File: config.mk
export PLATFORM = sky130hd
export DESIGN_NAME = npc_alu
export DESIGN_NICKNAME = d
export VERILOG_FILES = /design/src/npc_pkg.sv /design/src/npc_alu.sv
export SDC_FILE = /design/constraint.sdc
export NUM_CORES = 1
export LEC_CHECK = 0
export BUFFER_PORTS_ARGS = -buffer_cell sky130_fd_sc_hd__buf_2
export CORE_MARGIN = 2
export CORE_UTILIZATION = 35
export DETAILED_ROUTE_END_ITERATION = 10
export GPL_TIMING_DRIVEN = 0
export PLACE_DENSITY = 0.62
export SYNTH_ARGS = -nofsm -noshare
export SYNTH_HDL_FRONTEND = slang
export SYNTH_SLANG_ARGS = --single-unit
File: constraint.sdc
create_clock -name vclk -period 3.95
set_input_delay 0.1975 -clock vclk [all_inputs]
set_output_delay 0.1975 -clock vclk [all_outputs]
set_load 0.01 [all_outputs]
File: src/npc_pkg.sv
`default_nettype none

package npc_pkg;

  typedef logic [31:0] xlen_t;
  typedef logic [31:0] inst_t;
  typedef logic [4:0]  reg_idx_t;
  typedef logic [6:0]  opcode_t;

  localparam xlen_t RESET_PC   = 32'h8000_0000;
  localparam xlen_t DMEM_BASE  = 32'h8000_1000;
  localparam int    IMEM_WORDS = 256;
  localparam int    DMEM_WORDS = 256;
  localparam int    IMEM_AW    = $clog2(IMEM_WORDS);
  localparam int    DMEM_AW    = $clog2(DMEM_WORDS);

  typedef logic [IMEM_AW-1:0] imem_addr_t; // Word index into instruction memory.
  typedef logic [DMEM_AW-1:0] dmem_addr_t; // Word index into data memory.

  localparam opcode_t OP_LUI    = 7'b0110111;
  localparam opcode_t OP_AUIPC  = 7'b0010111;
  localparam opcode_t OP_JAL    = 7'b1101111;
  localparam opcode_t OP_JALR   = 7'b1100111;
  localparam opcode_t OP_BRANCH = 7'b1100011;
  localparam opcode_t OP_LOAD   = 7'b0000011;
  localparam opcode_t OP_STORE  = 7'b0100011;
  localparam opcode_t OP_IMM    = 7'b0010011;
  localparam opcode_t OP_REG    = 7'b0110011;
  localparam opcode_t OP_SYSTEM = 7'b1110011;

  localparam inst_t INST_EBREAK = 32'h0010_0073;

  typedef enum logic [3:0] {
    ALU_ADD, ALU_SUB, ALU_SLL, ALU_SLT, ALU_SLTU, ALU_XOR,
    ALU_SRL, ALU_SRA, ALU_OR, ALU_AND, ALU_PASS_B
  } alu_op_e;

  typedef enum logic [1:0] {NPC_SNPC, NPC_DNPC, NPC_JALR, NPC_BRANCH} npc_sel_e;
  typedef enum logic [1:0] {WB_ALU, WB_SNPC, WB_DNPC, WB_MEM} wb_sel_e;
  typedef enum logic [1:0] {MEM_BYTE, MEM_HALF, MEM_WORD} mem_size_e;

  typedef struct packed {
    reg_idx_t  rs1;
    reg_idx_t  rs2;
    reg_idx_t  rd;
    logic      reg_wen;
    wb_sel_e   wb_sel;
    alu_op_e   alu_op;
    logic      use_imm;
    logic      use_pc;   // Operand a is the pc, as for auipc.
    logic      br_inv;   // Inverts the branch condition for bne, bge and bgeu.
    npc_sel_e  npc_sel;
    logic      mem_ren;
    logic      mem_wen;
    mem_size_e mem_size;
    logic      mem_sext;
    logic      halt;
  } ctrl_t;

  typedef struct packed {
    xlen_t    pc;
    inst_t    inst;
    logic     rd_wen;
    reg_idx_t rd;
    xlen_t    rd_data;
    xlen_t    next_pc;
  } commit_t;

  typedef struct packed {
    imem_addr_t addr;
    inst_t      data;
  } prog_t;

endpackage

`default_nettype wire

File: src/npc_alu.sv
`timescale 1ns/1ps
`default_nettype none

module npc_alu (
  input  npc_pkg::alu_op_e op,
  input  npc_pkg::xlen_t   a,
  input  npc_pkg::xlen_t   b,
  output npc_pkg::xlen_t   result
);
  import npc_pkg::*;

  logic [4:0] shamt;
  logic       lt_s;
  logic       lt_u;

  assign shamt = b[4:0];
  assign lt_s  = $signed(a) < $signed(b);
  assign lt_u  = a < b;

  always_comb begin
    case (op)
      ALU_ADD:    result = a + b;
      ALU_SUB:    result = a - b;
      ALU_SLL:    result = a << shamt;
      ALU_SLT:    result = {31'b0, lt_s};
      ALU_SLTU:   result = {31'b0, lt_u};
      ALU_XOR:    result = a ^ b;
      ALU_SRL:    result = a >> shamt;
      ALU_SRA:    result = xlen_t'($signed(a) >>> shamt);
      ALU_OR:     result = a | b;
      ALU_AND:    result = a & b;
      ALU_PASS_B: result = b; // Used by lui.
      default:    result = '0;
    endcase
  end

endmodule

`default_nettype wire

==> impl_metrics.csv <==
group,metric,value,unit
synth,synth_area,0.009283,mm^2
power,p_seq_share,0,%
layout,multi_input_area,0.008658,mm^2
grt,grt_pass1_vias,11970,
layout,mostFrequentLayoutCells,"nor2_1, nand2_1, a21oi_1",
grt,grt_remaining_overflow,0,
floorplanning,rows,59,
power,p_comb_share,100.0,%
timing,slew_violations,0,
routing,routed_via_density,6.930,
synth,yosys.area.top_type,"ha_1",
synth,synth_cell_type_count,74,
layout,fill_cells,2930,
power,peakVddDrop,62.04,uV
layout,layout_commonest_cell,"nor2_1",
layout,seq_area,0,um^2
routing,first_iter_violations,2105,
synth,ys_seq_area_share,0,%
placed_design,hpwlAfterDp,48.85,mm
critical_path,crit_type,"input port to output pin",
critical_path,path_common_cell,"clkbuf_1",
critical_path,crit_required,3750,ps
power,switching_share,67.42,%
critical_path,max_stage_delay,750,ps
power,intPower,569.2,uW
power,p_clk_share,0,%
grt,grt_pass1_wl,85.15,mm
floorplanning,io_pins,100,
layout,instances_no_fill,1883,
routing,final_antenna_net_count,0,
power,cellPowerDensity,164.0,mW/mm^2
flow_run,drv_cap,0,
grt,grt_max_degree,19,
critical_path,critPathArrivalTime,3850,ps
layout,seq_cells,0,
layout,nClkBuffers,0,
routing,routed_wl,59.91,mm
status,failed_checks,"setup timing",
hold_path,hold_class,"input port to output pin",
critical_path,worst_setup_path_start_kind,"input port",
grt,antenna_found_initial,1,
routing,dr.pass1.iters,8,
timing,max_slew_margin,16.22,%
synth,postSynthCellCount,1434,
critical_path,end_kind,"output pin",
timing,min_period_over_period,102.4,%
floorplanning,core-area,0.02606,mm^2
layout,drive_above_1_share,16.34,%
placed_design,io_buffer_count,100,
floorplanning,die_width,166.9,um
floorplanning,die-area,0.02784,mm^2
routing,drc_errors,0,
synth,yosys-top-cells-area,"ha_1, a21oi_1, nor2_1",
timing,hold_slack,987.8,ps
timing,rsz0062_at_grt,"yes",
timing,setup_ws,-94.41,ps
synth,synth_top_area_share,13.48,%
power,p_switching,1.178,mW
floorplanning,die_h,166.9,um
routing,wl_per_cell,31.82,um
timing,period_minus_slack,4044,ps
timing,worst_pin_slew,1244,ps
layout,antenna_cells,0,
status,status,"finished, violations left",
timing,setup_viol,2,
placed_design,gp_congestion,1.035,
layout,fin_util,40.89,%
routing,dr_total_vias,13050,
synth,avgSynthCellArea,6.473,um^2
synth,yosys_warnings,0,
layout,fin_nets,1720,
layout,area_growth,14.79,%
hold_path,min_path_cells,5,
critical_path,slowest_stage,"clkbuf_1",
placed_design,dp_cells,1869,
timing,hold_viol_final,0,
floorplanning,initial_core_util,35.62,%
critical_path,crit_path_cell_trace,"buf_2 -> nand2b_1 -> clkbuf_1 -> nand2b_1 -> clkbuf_1 -> clkbuf_1 -> o22ai_1 -> o21ai_1 -> o2111ai_1 -> buf_2",
timing,tns,-164.2,ps
grt,grt_usage,40.95,%
critical_path,cp_max_fo,10,
timing,timing.fmax,0.2473,GHz
synth,syn_nets,1604,
power,leakage,4.533,nW
==> critical path, delay by kind of cell <==
kind / cells / cell delay, ps
AO/OA/AOI/OAI: 3 / 760
buffers and inverters: 5 / 2210
AND/OR/NAND/NOR: 2 / 670
==> what timing repair did <==
action	in CTS	in global routing
gates resized for setup	47	37
endpoints found under the setup margin	29	22
hold endpoints to repair	0	0
setup buffers	7	12
pin swaps	6	15
cloned	0	0
hold buffers	0	0
==> power by group through the flow <==
stage          combinational (mW)  sequential (mW)  clock [mW]
2_1_floorplan               0.966                0           0
3_5_place_dp                 1.58                0           0
6_report                     1.75                0           0
4_1_cts                      1.64                0           0
5_1_grt                      1.82                0           0
3_3_place_gp                 1.59                0           0
==> path summary, 6_finish.rpt <==
path                endpoint  slack [ps]  startpoint
setup / recovery  result[20]         -90       op[1]
hold / removal    result[11]         990       b[11]
==> per-stage QoR <==
| stage | instance area (um^2) | power [mW] | worst slack, ps |
|---|---|---|---|
| after global routing | 10660 | 1.822 | -20.09 |
| after detailed placement | 10200 | 1.584 | -1358 |
| final | 10660 | 1.747 | -94.41 |
| after CTS | 10430 | 1.635 | -33.09 |
| after floorplan | 9283 | 0.9656 | 167.9 |
| after global placement | 10200 | 1.594 | -1427 |
==> final cells by class <==
cell class	count	share of cell area, %
well taps	335	3.934
multi-input cells	1220	81.26
plain buffers	105	4.779
inverters	104	3.816
repair buffers	119	6.212
==> per-layer routing <==
| layer | wire, um | up-vias | GRT usage [%] | share of wire [%] |
|---|---|---|---|---|
| met1 | 24310 | 6321 | 56.52 | 41 |
| met5 | 10 | - | 0 | 0.017 |
| met4 | 3152 | 2 | 16.75 | 5.3 |
| li1 | - | 5587 | - | - |
| met3 | 6731 | 174 | 6.892 | 11 |
| met2 | 25710 | 966 | 63.09 | 43 |
==> synth_stat cells, types with 10 or more instances <==
library cell	count
inv_1	103
nand3_1	27
a222oi_1	13
buf_2	21
a211oi_1	18
nor3_1	40
ha_1	100
or3_1	11
mux2_2	15
o221ai_1	12
nor4_1	15
o21a_1	10
a22oi_1	12
a21o_1	14
nand4_1	10
clkbuf_1	73
a21oi_1	138
mux4_2	27
o21ai_0	108
mux2i_1	55
a31oi_1	17
o22ai_1	18
o31ai_1	10
o2111ai_1	14
and2_1	13
xnor2_1	13
a221oi_1	20
o211ai_1	35
nor2b_1	18
nand2b_1	12
nand2_1	141
nor2_1	183
==> logic make-up after synthesis <==
| kind of cell | Yosys count | share of synthesized area, % |
|---|---|---|
| AO/OA/AOI/OAI | 512 | 36.73 |
| AND/OR/NAND/NOR | 494 | 24.15 |
| buffers and inverters | 214 | 9.300 |
| adder cells (fa/ha/maj) | 102 | 13.91 |
| multiplexers | 98 | 14.58 |
| XOR/XNOR | 14 | 1.321 |
Note: power is estimated with default switching activity, not from simulation.
