File: src/npc_pkg.sv
`default_nettype none

package npc_pkg;

  typedef logic [31:0] xlen_t;
  typedef logic [31:0] inst_t;
  typedef logic [4:0]  reg_idx_t;
  typedef logic [6:0]  opcode_t;

  localparam xlen_t RESET_PC   = 32'h8000_0000;
  localparam xlen_t DMEM_BASE  = 32'h8000_1000;
  localparam int    IMEM_WORDS = 256;
  localparam int    DMEM_WORDS = 256;
  localparam int    IMEM_AW    = $clog2(IMEM_WORDS);
  localparam int    DMEM_AW    = $clog2(DMEM_WORDS);

  typedef logic [IMEM_AW-1:0] imem_addr_t; // Word index into instruction memory.
  typedef logic [DMEM_AW-1:0] dmem_addr_t; // Word index into data memory.

  localparam opcode_t OP_LUI    = 7'b0110111;
  localparam opcode_t OP_AUIPC  = 7'b0010111;
  localparam opcode_t OP_JAL    = 7'b1101111;
  localparam opcode_t OP_JALR   = 7'b1100111;
  localparam opcode_t OP_BRANCH = 7'b1100011;
  localparam opcode_t OP_LOAD   = 7'b0000011;
  localparam opcode_t OP_STORE  = 7'b0100011;
  localparam opcode_t OP_IMM    = 7'b0010011;
  localparam opcode_t OP_REG    = 7'b0110011;
  localparam opcode_t OP_SYSTEM = 7'b1110011;

  localparam inst_t INST_EBREAK = 32'h0010_0073;

  typedef enum logic [3:0] {
    ALU_ADD, ALU_SUB, ALU_SLL, ALU_SLT, ALU_SLTU, ALU_XOR,
    ALU_SRL, ALU_SRA, ALU_OR, ALU_AND, ALU_PASS_B
  } alu_op_e;

  typedef enum logic [1:0] {NPC_SNPC, NPC_DNPC, NPC_JALR, NPC_BRANCH} npc_sel_e;
  typedef enum logic [1:0] {WB_ALU, WB_SNPC, WB_DNPC, WB_MEM} wb_sel_e;
  typedef enum logic [1:0] {MEM_BYTE, MEM_HALF, MEM_WORD} mem_size_e;

  typedef struct packed {
    reg_idx_t  rs1;
    reg_idx_t  rs2;
    reg_idx_t  rd;
    logic      reg_wen;
    wb_sel_e   wb_sel;
    alu_op_e   alu_op;
    logic      use_imm;
    logic      use_pc;   // Operand a is the pc, as for auipc.
    logic      br_inv;   // Inverts the branch condition for bne, bge and bgeu.
    npc_sel_e  npc_sel;
    logic      mem_ren;
    logic      mem_wen;
    mem_size_e mem_size;
    logic      mem_sext;
    logic      halt;
  } ctrl_t;

  typedef struct packed {
    xlen_t    pc;
    inst_t    inst;
    logic     rd_wen;
    reg_idx_t rd;
    xlen_t    rd_data;
    xlen_t    next_pc;
  } commit_t;

  typedef struct packed {
    imem_addr_t addr;
    inst_t      data;
  } prog_t;

endpackage

`default_nettype wire

File: src/npc_regfile.sv
`timescale 1ns/1ps
`default_nettype none

module npc_regfile (
  input  logic              clk,
  input  logic              rst,
  input  npc_pkg::reg_idx_t rs1,
  input  npc_pkg::reg_idx_t rs2,
  input  npc_pkg::reg_idx_t rd,
  input  logic              wen,
  input  npc_pkg::xlen_t    wdata,
  output npc_pkg::xlen_t    src1,
  output npc_pkg::xlen_t    src2
);
  import npc_pkg::*;

  xlen_t regs [1:31]; // x0 has no storage.

  always_ff @(posedge clk) begin
    if (rst) begin
      for (int i = 1; i < 32; i++) begin
        regs[i] <= '0;
      end
    end else if (wen && rd != '0) begin
      regs[rd] <= wdata;
    end
  end

  assign src1 = (rs1 == '0) ? '0 : regs[rs1];
  assign src2 = (rs2 == '0) ? '0 : regs[rs2];

endmodule

`default_nettype wire

File: config.mk
export PLATFORM = sky130hd
export DESIGN_NAME = npc_regfile
export DESIGN_NICKNAME = d
export VERILOG_FILES = /design/src/npc_pkg.sv /design/src/npc_regfile.sv
export SDC_FILE = /design/constraint.sdc
export NUM_CORES = 2
export LEC_CHECK = 0
export ABC_AREA = 0
export BUFFER_PORTS_ARGS = -buffer_cell sky130_fd_sc_hd__buf_2
export CAP_MARGIN = 20
export CORE_MARGIN = 1.5
export CORE_UTILIZATION = 47
export DETAILED_ROUTE_END_ITERATION = 8
export PLACE_DENSITY = 0.67
export RECOVER_POWER = 100
export SYNTH_ARGS = -nofsm -noshare
export SYNTH_HDL_FRONTEND = slang
export SYNTH_SLANG_ARGS = --single-unit
File: constraint.sdc
create_clock -name clk -period 2.64 [get_ports clk]
set_input_delay 0.264 -clock clk [delete_from_list [all_inputs] [get_ports clk]]
set_output_delay 0.264 -clock clk [all_outputs]
set_load 0.05 [all_outputs]
==> impl_metrics.py <==
metrics = {
    "layout": {
        "final_layout_size_suffix_gt1_share_pct": 32.2,
        "top_regs": "regs x1024",
        "final_common_cell": "edfxtp_1",
        "final_cells": 5658,
        "largest_reg_flops": 1024,
        "layout_common_cells": "edfxtp_1, and2_1, mux4_2",
        "final_nets": 4090,
        "largest_register": "regs",
        "areaGrowthSynthToFinish_pct": 20.8,
        "final_area_um2": 66000,
    },
    "floorplan": {
        "start_util_pct": 47.6,
        "dieArea_um2": 118000,
        "core_area_um2": 115000,
        "die_h_um": 344,
        "rows": 124,
        "die_x_um": 344,
        "ios": 114,
    },
    "sta": {
        "fin_crit_ps": 2840,
        "finalHoldViolations": 0,
        "setup_ws_ps": -201,
        "max_freq_ghz": 0.352,
        "setup_viol": 66,
        "tns_ps": -6380,
        "tightestPinTransition_ps": 1950,
        "maxSlewHeadroom_pct": -30.2,
        "fin_crit_sh_pct": 108,
        "drv_slew": 418,
        "rsz0062_at_grt": "true",
    },
    "outcome": {
        "failed_checks": "max-capacitance violations, max-slew violations, negative setup slack",
        "status": "finished, violations left",
    },
    "synth": {
        "synth.distinct_cells": 44,
        "synth-async-reset-ratio_pct": 0,
        "netlist_top_cells_area": "edfxtp_1, mux4_2, and2_1, mux2i_1, clkbuf_1",
        "yosys.area.top_type_share_pct": 56.3,
        "seq_area_frac_synth_pct": 56.3,
        "synth_area_um2": 54600,
        "syn_inst": 3765,
        "syn_avg_cell_area_um2": 14.5,
        "synth_flop_cell": "edfxtp_1",
        "synth-edff-count": 1024,
        "ys_warn_count": 0,
        "postSynthRegisterBits": 1024,
        "synth_top_area_cell": "edfxtp_1",
    },
    "place": {
        "post-dp-hpwl_mm": 123,
        "dpl_cell_area_um2": 60500,
        "gp_congestion": 0.895,
        "numPortBuffers": 113,
        "place_inst": 5415,
    },
    "detailed_routing": {
        "vias_per_cell": 6.68,
        "drt_iter0_markers": 5749,
        "route.detailed.drc": 0,
        "firstDrtPassIters": 5,
        "wl_mm": 201,
        "vias": 37791,
        "ant_nets": 0,
        "wl_per_cell_um": 35.6,
    },
    "cts": {
        "cts_buffers": 109,
        "clkTransAtPathRegs_ps": 60,
        "cts_buffer_depth": 3,
        "cts_tree": "built",
        "cts_sinks": 1024,
        "htree_levels": 3,
        "cts_root_buf": "clkbuf_16",
    },
    "power_and_ir_drop": {
        "pwr-share-clk_pct": 38.0,
        "cellLeakagePower_nw": 23.2,
        "vdd_drop_max_v": 0.000588,
        "switching_share_pct": 26.3,
        "p_switching_mw": 11.0,
        "power_density_nw_per_um2": 633,
        "intPower_mw": 30.8,
        "seqPwrFrac_pct": 46.2,
        "pwr-share-comb_pct": 15.8,
    },
    "critical_path": {
        "crit_required_ps": 2990,
        "cp_top_family": "simple AND/OR/NAND/NOR gates",
        "cp_num_buf_inv": 3,
        "cp_slowest_stage_delay_ps": 1090,
        "start_kind": "input pin",
        "critPathArrivalTime_ps": 3190,
        "crit_top_cell": "clkbuf_1",
        "worstSetupPathType": "input pin to flip-flop",
        "cp_slowest_cell": "or2_0",
        "crit_chain": "clkbuf_1, nor3b_1, nand2b_1, clkbuf_1, nor2_4, or2_0, buf_2",
        "crit_path_end_kind": "flip-flop",
        "crit_fanout": 11,
    },
    "grt": {
        "grt_max_degree": 57,
        "track_usage_pct": 34.0,
        "grt_pass1_wl_mm": 281,
        "antenna_found_initial": 22,
        "overflow": 0,
        "grt_pass1_vias": 37617,
    },
    "run": {
        "drv_cap": 15,
    },
    "min_path": {
        "hold_class": "input pin to flip-flop",
        "hp-start": "wdata[20]",
        "whs_endpoint": "regs[0][20]",
        "worstHoldPathCells": 1,
    },
}
-- what timing repair did --
item / 4_1_cts / 5_1_grt
endpoints found under the hold margin: 1 / 0
buffers inserted: 31 / 14
pin swaps: 129 / 37
hold buffers: 1 / 0
endpoints found under the setup margin: 63 / 61
gates resized for setup: 342 / 81
-- power groups by stage --
stage	logic, mW	clock network, mW	registers [mW]
floorplan	3.43	0	19.4
global placement	5.80	0	19.6
detailed placement	5.84	0	19.6
CTS	6.44	15.9	19.3
global route	6.80	16.5	19.4
finish	6.62	15.9	19.3
-- routing by layer --
layer	share of wire, %	vias up	routed length, um	global-route usage, %
met1	35	19082	70500	44.0
met4	5.8	18	11600	16.3
met5	0.054	-	108	0
li1	-	14987	-	-
met2	45	3005	90400	52.9
met3	14	699	28700	9.79
-- cell usage after synthesis, drive strengths merged (37+ instances only) --
library cell / count
and2: 995
mux4: 356
clkbuf: 303
mux2i: 322
a21oi: 56
a211oi: 47
a22oi: 104
edfxtp: 1024
o22ai: 51
buf: 104
a22o: 51
a2111oi: 55
nor2b: 56
nor2: 37
-- layout make-up --
type,instances,area [um^2]
clock buffers,132,2900
fillers,8805,48800
repair buffers,540,5000
multi-input cells,2364,24700
clock inverters,69,726
flip-flops and latches,1024,30700
well taps,1512,1890
diodes,16,40.0
inverters,1,3.75
-- stage by stage --
stage / utilization (%) / setup slack [ps] / power, mW / hold slack (ps)
floorplan: - / -551 / 22.8 / 363
global placement: 52.7 / -649 / 25.4 / 740
detailed placement: 52.7 / -237 / 25.4 / 754
CTS: 57.5 / -195 / 41.6 / 23.5
global route: 57.5 / -218 / 42.6 / 415
finish: 57.5 / -201 / 41.8 / 363
-- worst max path at each step --
stage | from | endpoint | slack [ps] | cells after the start
floorplan | rs2[0] | src2[30] | -550 | 6
global placement | rs2[0] | src2[30] | -650 | 8
detailed placement | rs2[0] | src2[31] | -240 | 9
CTS | regs[6][30] | src2[30] | -200 | 5
global route | regs[6][30] | src2[30] | -220 | 5
finish | rst | regs[4][6] | -200 | 7
-- logic make-up (layout without fill, tap and decap cells) --
| logic type | after synthesis | in the layout | synth area share (%) |
|---|---|---|---|
| buf+inv | 408 | 742 | 3.34 |
| simple gates | 1213 | 1213 | 13.7 |
| flops | 1024 | 1024 | 56.3 |
| other cells | 1 | 48 | 0.00686 |
| compound gates | 407 | 407 | 5.39 |
| mux | 712 | 712 | 21.3 |
(Power assumes the default switching activity.)
