File: src/npc_pkg.sv
`default_nettype none

package npc_pkg;

  typedef logic [31:0] xlen_t;
  typedef logic [31:0] inst_t;
  typedef logic [4:0]  reg_idx_t;
  typedef logic [6:0]  opcode_t;

  localparam xlen_t RESET_PC   = 32'h8000_0000;
  localparam xlen_t DMEM_BASE  = 32'h8000_1000;
  localparam int    IMEM_WORDS = 256;
  localparam int    DMEM_WORDS = 256;
  localparam int    IMEM_AW    = $clog2(IMEM_WORDS);
  localparam int    DMEM_AW    = $clog2(DMEM_WORDS);

  typedef logic [IMEM_AW-1:0] imem_addr_t; // Word index into instruction memory.
  typedef logic [DMEM_AW-1:0] dmem_addr_t; // Word index into data memory.

  localparam opcode_t OP_LUI    = 7'b0110111;
  localparam opcode_t OP_AUIPC  = 7'b0010111;
  localparam opcode_t OP_JAL    = 7'b1101111;
  localparam opcode_t OP_JALR   = 7'b1100111;
  localparam opcode_t OP_BRANCH = 7'b1100011;
  localparam opcode_t OP_LOAD   = 7'b0000011;
  localparam opcode_t OP_STORE  = 7'b0100011;
  localparam opcode_t OP_IMM    = 7'b0010011;
  localparam opcode_t OP_REG    = 7'b0110011;
  localparam opcode_t OP_SYSTEM = 7'b1110011;

  localparam inst_t INST_EBREAK = 32'h0010_0073;

  typedef enum logic [3:0] {
    ALU_ADD, ALU_SUB, ALU_SLL, ALU_SLT, ALU_SLTU, ALU_XOR,
    ALU_SRL, ALU_SRA, ALU_OR, ALU_AND, ALU_PASS_B
  } alu_op_e;

  typedef enum logic [1:0] {NPC_SNPC, NPC_DNPC, NPC_JALR, NPC_BRANCH} npc_sel_e;
  typedef enum logic [1:0] {WB_ALU, WB_SNPC, WB_DNPC, WB_MEM} wb_sel_e;
  typedef enum logic [1:0] {MEM_BYTE, MEM_HALF, MEM_WORD} mem_size_e;

  typedef struct packed {
    reg_idx_t  rs1;
    reg_idx_t  rs2;
    reg_idx_t  rd;
    logic      reg_wen;
    wb_sel_e   wb_sel;
    alu_op_e   alu_op;
    logic      use_imm;
    logic      use_pc;   // Operand a is the pc, as for auipc.
    logic      br_inv;   // Inverts the branch condition for bne, bge and bgeu.
    npc_sel_e  npc_sel;
    logic      mem_ren;
    logic      mem_wen;
    mem_size_e mem_size;
    logic      mem_sext;
    logic      halt;
  } ctrl_t;

  typedef struct packed {
    xlen_t    pc;
    inst_t    inst;
    logic     rd_wen;
    reg_idx_t rd;
    xlen_t    rd_data;
    xlen_t    next_pc;
  } commit_t;

  typedef struct packed {
    imem_addr_t addr;
    inst_t      data;
  } prog_t;

endpackage

`default_nettype wire

File: src/npc_idu.sv
`timescale 1ns/1ps
`default_nettype none

module npc_idu (
  input  npc_pkg::inst_t inst,
  output npc_pkg::ctrl_t ctrl,
  output npc_pkg::xlen_t imm
);
  import npc_pkg::*;

  opcode_t    opcode;
  logic [2:0] funct3;
  logic [6:0] funct7;
  xlen_t      imm_i;
  xlen_t      imm_s;
  xlen_t      imm_b;
  xlen_t      imm_u;
  xlen_t      imm_j;
  logic       illegal;

  function automatic alu_op_e alu_dec(input logic [2:0] f3, input logic alt);
    case (f3)
      3'b000:  return alt ? ALU_SUB : ALU_ADD;
      3'b001:  return ALU_SLL;
      3'b010:  return ALU_SLT;
      3'b011:  return ALU_SLTU;
      3'b100:  return ALU_XOR;
      3'b101:  return alt ? ALU_SRA : ALU_SRL;
      3'b110:  return ALU_OR;
      default: return ALU_AND;
    endcase
  endfunction

  assign opcode = inst[6:0];
  assign funct3 = inst[14:12];
  assign funct7 = inst[31:25];

  assign imm_i = {{20{inst[31]}}, inst[31:20]};
  assign imm_s = {{20{inst[31]}}, inst[31:25], inst[11:7]};
  assign imm_b = {{19{inst[31]}}, inst[31], inst[7], inst[30:25], inst[11:8], 1'b0};
  assign imm_u = {inst[31:12], 12'b0};
  assign imm_j = {{11{inst[31]}}, inst[31], inst[19:12], inst[20], inst[30:21], 1'b0};

  always_comb begin
    ctrl         = '0;
    ctrl.rs1     = inst[19:15];
    ctrl.rs2     = inst[24:20];
    ctrl.rd      = inst[11:7];
    ctrl.alu_op  = ALU_ADD;
    ctrl.wb_sel  = WB_ALU;
    ctrl.npc_sel = NPC_SNPC;
    ctrl.mem_size = MEM_WORD;
    imm          = '0;
    illegal      = 1'b0;
    case (opcode)
      OP_LUI: begin
        imm          = imm_u;
        ctrl.reg_wen = 1'b1;
        ctrl.use_imm = 1'b1;
        ctrl.alu_op  = ALU_PASS_B;
      end
      OP_AUIPC: begin
        imm          = imm_u;
        ctrl.reg_wen = 1'b1;
        ctrl.use_imm = 1'b1;
        ctrl.use_pc  = 1'b1;
        ctrl.wb_sel  = WB_DNPC;
      end
      OP_JAL: begin
        imm          = imm_j;
        ctrl.reg_wen = 1'b1;
        ctrl.wb_sel  = WB_SNPC;
        ctrl.npc_sel = NPC_DNPC;
      end
      OP_JALR: begin
        imm          = imm_i;
        ctrl.reg_wen = 1'b1;
        ctrl.use_imm = 1'b1;
        ctrl.wb_sel  = WB_SNPC;
        ctrl.npc_sel = NPC_JALR;
        illegal      = funct3 != 3'b000;
      end
      OP_BRANCH: begin
        imm          = imm_b;
        ctrl.npc_sel = NPC_BRANCH;
        ctrl.br_inv  = funct3[0];
        case (funct3[2:1])
          2'b00:   ctrl.alu_op = ALU_XOR; // Equality is tested on the XOR result.
          2'b10:   ctrl.alu_op = ALU_SLT;
          2'b11:   ctrl.alu_op = ALU_SLTU;
          default: illegal = 1'b1;
        endcase
      end
      OP_LOAD: begin
        imm           = imm_i;
        ctrl.reg_wen  = 1'b1;
        ctrl.use_imm  = 1'b1;
        ctrl.mem_ren  = 1'b1;
        ctrl.wb_sel   = WB_MEM;
        ctrl.mem_sext = ~funct3[2];
        ctrl.mem_size = mem_size_e'(funct3[1:0]);
        illegal       = (funct3[1:0] == 2'b11) || (funct3 == 3'b110);
      end
      OP_STORE: begin
        imm           = imm_s;
        ctrl.use_imm  = 1'b1;
        ctrl.mem_wen  = 1'b1;
        ctrl.mem_size = mem_size_e'(funct3[1:0]);
        illegal       = funct3[2] || (funct3[1:0] == 2'b11);
      end
      OP_IMM: begin
        imm          = imm_i;
        ctrl.reg_wen = 1'b1;
        ctrl.use_imm = 1'b1;
        ctrl.alu_op  = alu_dec(funct3, (funct3 == 3'b101) && funct7[5]);
        if (funct3 == 3'b001) begin
          illegal = funct7 != 7'b0000000;
        end else if (funct3 == 3'b101) begin
          illegal = (funct7 != 7'b0000000) && (funct7 != 7'b0100000);
        end
      end
      OP_REG: begin
        ctrl.reg_wen = 1'b1;
        ctrl.alu_op  = alu_dec(funct3, funct7[5]);
        illegal      = (funct7 != 7'b0000000) &&
                       !((funct7 == 7'b0100000) && (funct3 == 3'b000 || funct3 == 3'b101));
      end
      OP_SYSTEM: begin
        ctrl.halt = 1'b1;
        illegal   = inst != INST_EBREAK; // Only ebreak is supported here.
      end
      default: illegal = 1'b1;
    endcase
    if (illegal) begin
      ctrl.halt    = 1'b1; // An unknown encoding stops the core with no side effects.
      ctrl.reg_wen = 1'b0;
      ctrl.mem_ren = 1'b0;
      ctrl.mem_wen = 1'b0;
      ctrl.npc_sel = NPC_SNPC;
    end
  end

endmodule

`default_nettype wire

File: config.mk
export PLATFORM = sky130hd
export DESIGN_NAME = npc_idu
export DESIGN_NICKNAME = d
export VERILOG_FILES = /design/src/npc_pkg.sv /design/src/npc_idu.sv
export SDC_FILE = /design/constraint.sdc
export NUM_CORES = 1
export LEC_CHECK = 0
export BUFFER_PORTS_ARGS = -buffer_cell sky130_fd_sc_hd__buf_2
export CORE_UTILIZATION = 43
export DETAILED_ROUTE_END_ITERATION = 6
export PLACE_DENSITY = 0.88
export SETUP_SLACK_MARGIN = 0.05
export SLEW_MARGIN = 20
export SYNTH_ARGS = -nofsm -noshare
export SYNTH_HDL_FRONTEND = slang
export SYNTH_SLANG_ARGS = --single-unit
File: constraint.sdc
create_clock -name vclk -period 4.2
set_input_delay 0.42 -clock vclk [all_inputs]
set_output_delay 0.42 -clock vclk [all_outputs]
set_load 0.02 [all_outputs]
==> metrics <==
post-synthesis adder-cell area fraction 4.65%; share of final-layout standard cells stronger than drive strength 1 between 40% and 50%; detailed-route wire length on metal 1 1540 um; clock period minus worst slack 2.63 ns; final weighted congestion in routability-driven placement between 0.9 and 1; post-synthesis cell type with the largest combined area a21o_1; least setup slack across all paths after layout 1.57 ns; DRT antenna net count 0; final number of max-transition violations 0; vias in the first global route around 1300; number of buffer and inverter stages on the critical path 2; amount of wire on met2 after detailed routing ~1700 um; final-report hold violation count 0; sort of element at the end of the critical path output port; most common cell type on the critical path buf_2; internal portion of total power between 0.03 and 0.04 mW; Critical Path AT approximately 2.2 ns; post-cts sizing count 0; area share of xor/xnor cells in the synthesized design approximately 1.6%; pre-CTS WS ~1.6 ns; basic-gate share of the synthesized area counting and, or, nand and nor cells 38.4%; worst endpoint required time 3.78 ns; storage element area 0 um2; Floorplan Core Area 2280 um2; vertical die dimension ~52 um; Post-CTS Hold Buffers 0; power density over the cells about 74 nW/um2; final global-route overflow total 0; placed cell area 1420 um2; wire length of the first global-routing pass 5500 um; final std cell area, no fill 1420 um2; Die Outline Area between 2000 and 3000 um2; Antenna diodes 0; worst hold margin 1.09 ns; hold path cells 2; number of vias per cell about 5.7; Worst Path Max Fanout 5; cell leakage power 0.927 nW; fraction of power spent switching nets 65.0%; cell class contributing the biggest share of worst-path delay simple AND/OR/NAND/NOR gates; result of the run finished, final reports clean; clock share of power 0%; proportion of power drawn by flip-flops and latches 0%; starting utilization of the core area 47.3%; combinational family with the most area after synthesis simple AND/OR/NAND/NOR gates; wirelength, routed 3570 um; area share of the largest cell type after synthesis 13.3%; compound-cell area share of the yosys netlist 37.8%; worst slew pin tran between 0.5 and 0.6 ns; Tcrit/Tclk final 62.7%; area growth from synthesis to final layout 32.2%; Total Neg Setup Slack 0 ns; sequential area share after synthesis 0%; Mapped Area roughly 1100 um2; DR vias 1500; post-detail-place hpwl ~2900 um; total setup buffers inserted after CTS 0; num sequential 0; Yosys cell types 45; GR Util All Layers between 20% and 30%; I/O Buffers 97; power spent charging and discharging nets just under 0.07 mW; most numerous cell in the Yosys netlist a21o_1; largest net degree at the start of global routing 17; setup repair after global routing missed its margin false; Crit Path Category input port to output port; biggest area contributors in the synthesized netlist a21o_1 13%, buf_4 10%, nor2_1 5.9%; sort of element at the start of the critical path input port; I/O pin cnt 97; remaining max-slew budget at the tightest pin 65.1%; initial antenna violation count 0; gate count after technology mapping 166; synthesized area per cell 6.48 um2; initial detailed-routing violation count 34; Yosys Warn Count 0; count of unresolved DRC violations after routing 0; worst min path class input port to output port; total stage count of the critical path 7; worst path cell trace buf_2, or4_1, nor3_2, and4_1, o31ai_1, or3_1, buf_2; nets in the synthesized netlist 202; share of power burned in combinational logic 100.0%; number of maximum-capacitance violations 0; Max Clk Rate 380 MHz; clkbuf count 0; number of endpoints failing setup at the final stage 0; synth cell count leaders 19 x a21o_1, 17 x nor2_1, 15 x buf_4; worst supply voltage drop on vdd 0.0000488 V; Crit-path slowest cell or4_1; net count of the finished layout approximately 280; number of rows created at floorplan 17; routed len/inst 13.5 um; top layer used by detailed routing met4; met3 wire length a little over 300 um; first-pass detailed-route iteration total 4; die span in x 52.0 um; Largest stage delay, worst path roughly 0.54 ns; share of synthesized area spent on multiplexers 0%
-- power groups by stage --
stage | clock network, mW | logic, mW | registers, mW
floorplan | 0 | 0.0723 | 0
global placement | 0 | 0.103 | 0
detailed placement | 0 | 0.104 | 0
CTS | 0 | 0.105 | 0
global route | 0 | 0.115 | 0
finish | 0 | 0.106 | 0
-- metrics by stage --
| step | total power, mW | std cells | utilization [%] |
|---|---|---|---|
| 2_1_floorplan | 0.0723 | 166 | - |
| 3_3_place_gp | 0.103 | 265 | 62.5 |
| 3_5_place_dp | 0.104 | 265 | 62.5 |
| 4_1_cts | 0.105 | 265 | 62.5 |
| 5_1_grt | 0.115 | 265 | 62.5 |
| 6_report | 0.106 | 265 | 62.5 |
-- cell usage in the layout (no fill, tap or decap), types with 2 or more instances in the layout --
cell type and n:
a211oi_1 2, a21o_1 19, a21oi_1 9, a22o_1 5, and2_1 9, and3_1 2, and3b_1 2, and4_1 2
buf_2 97, ha_1 4, inv_1 3, nand2_1 11, nand2b_1 2, nand3_1 5, nor2_1 17, nor3_1 9
nor4_1 2, nor4b_1 2, o21a_1 3, o21ai_0 5, o31ai_1 3, or3_1 4, xor2_1 2
-- worst paths after layout --
kind | start | end | slack, ns
min | inst[17] | ctrl[30] | 1.09
max | inst[31] | ctrl[0] | 1.57
-- per-layer routing --
| metal | vias up | global-route usage, % |
|---|---|---|
| li1 | 747 | - |
| met1 | 670 | 34.5 |
| met2 | 79 | 43.8 |
| met3 | 4 | 2.34 |
| met4 | 0 | 4.95 |
| met5 | - | 0 |
-- cell type report --
type,count,area [um2]
multi-input cells,136,887
repair buffers,97,485
inverters,4,15.0
fillers,221,853
well taps,28,35.0
-- logic make-up after synthesis --
family,Yosys count
AND/OR/NAND/NOR,74
AO/OA/AOI/OAI,56
buffers and inverters,30
adder cells (fa/ha/maj),4
XOR/XNOR,2
Power figures use the tool's default switching activity.
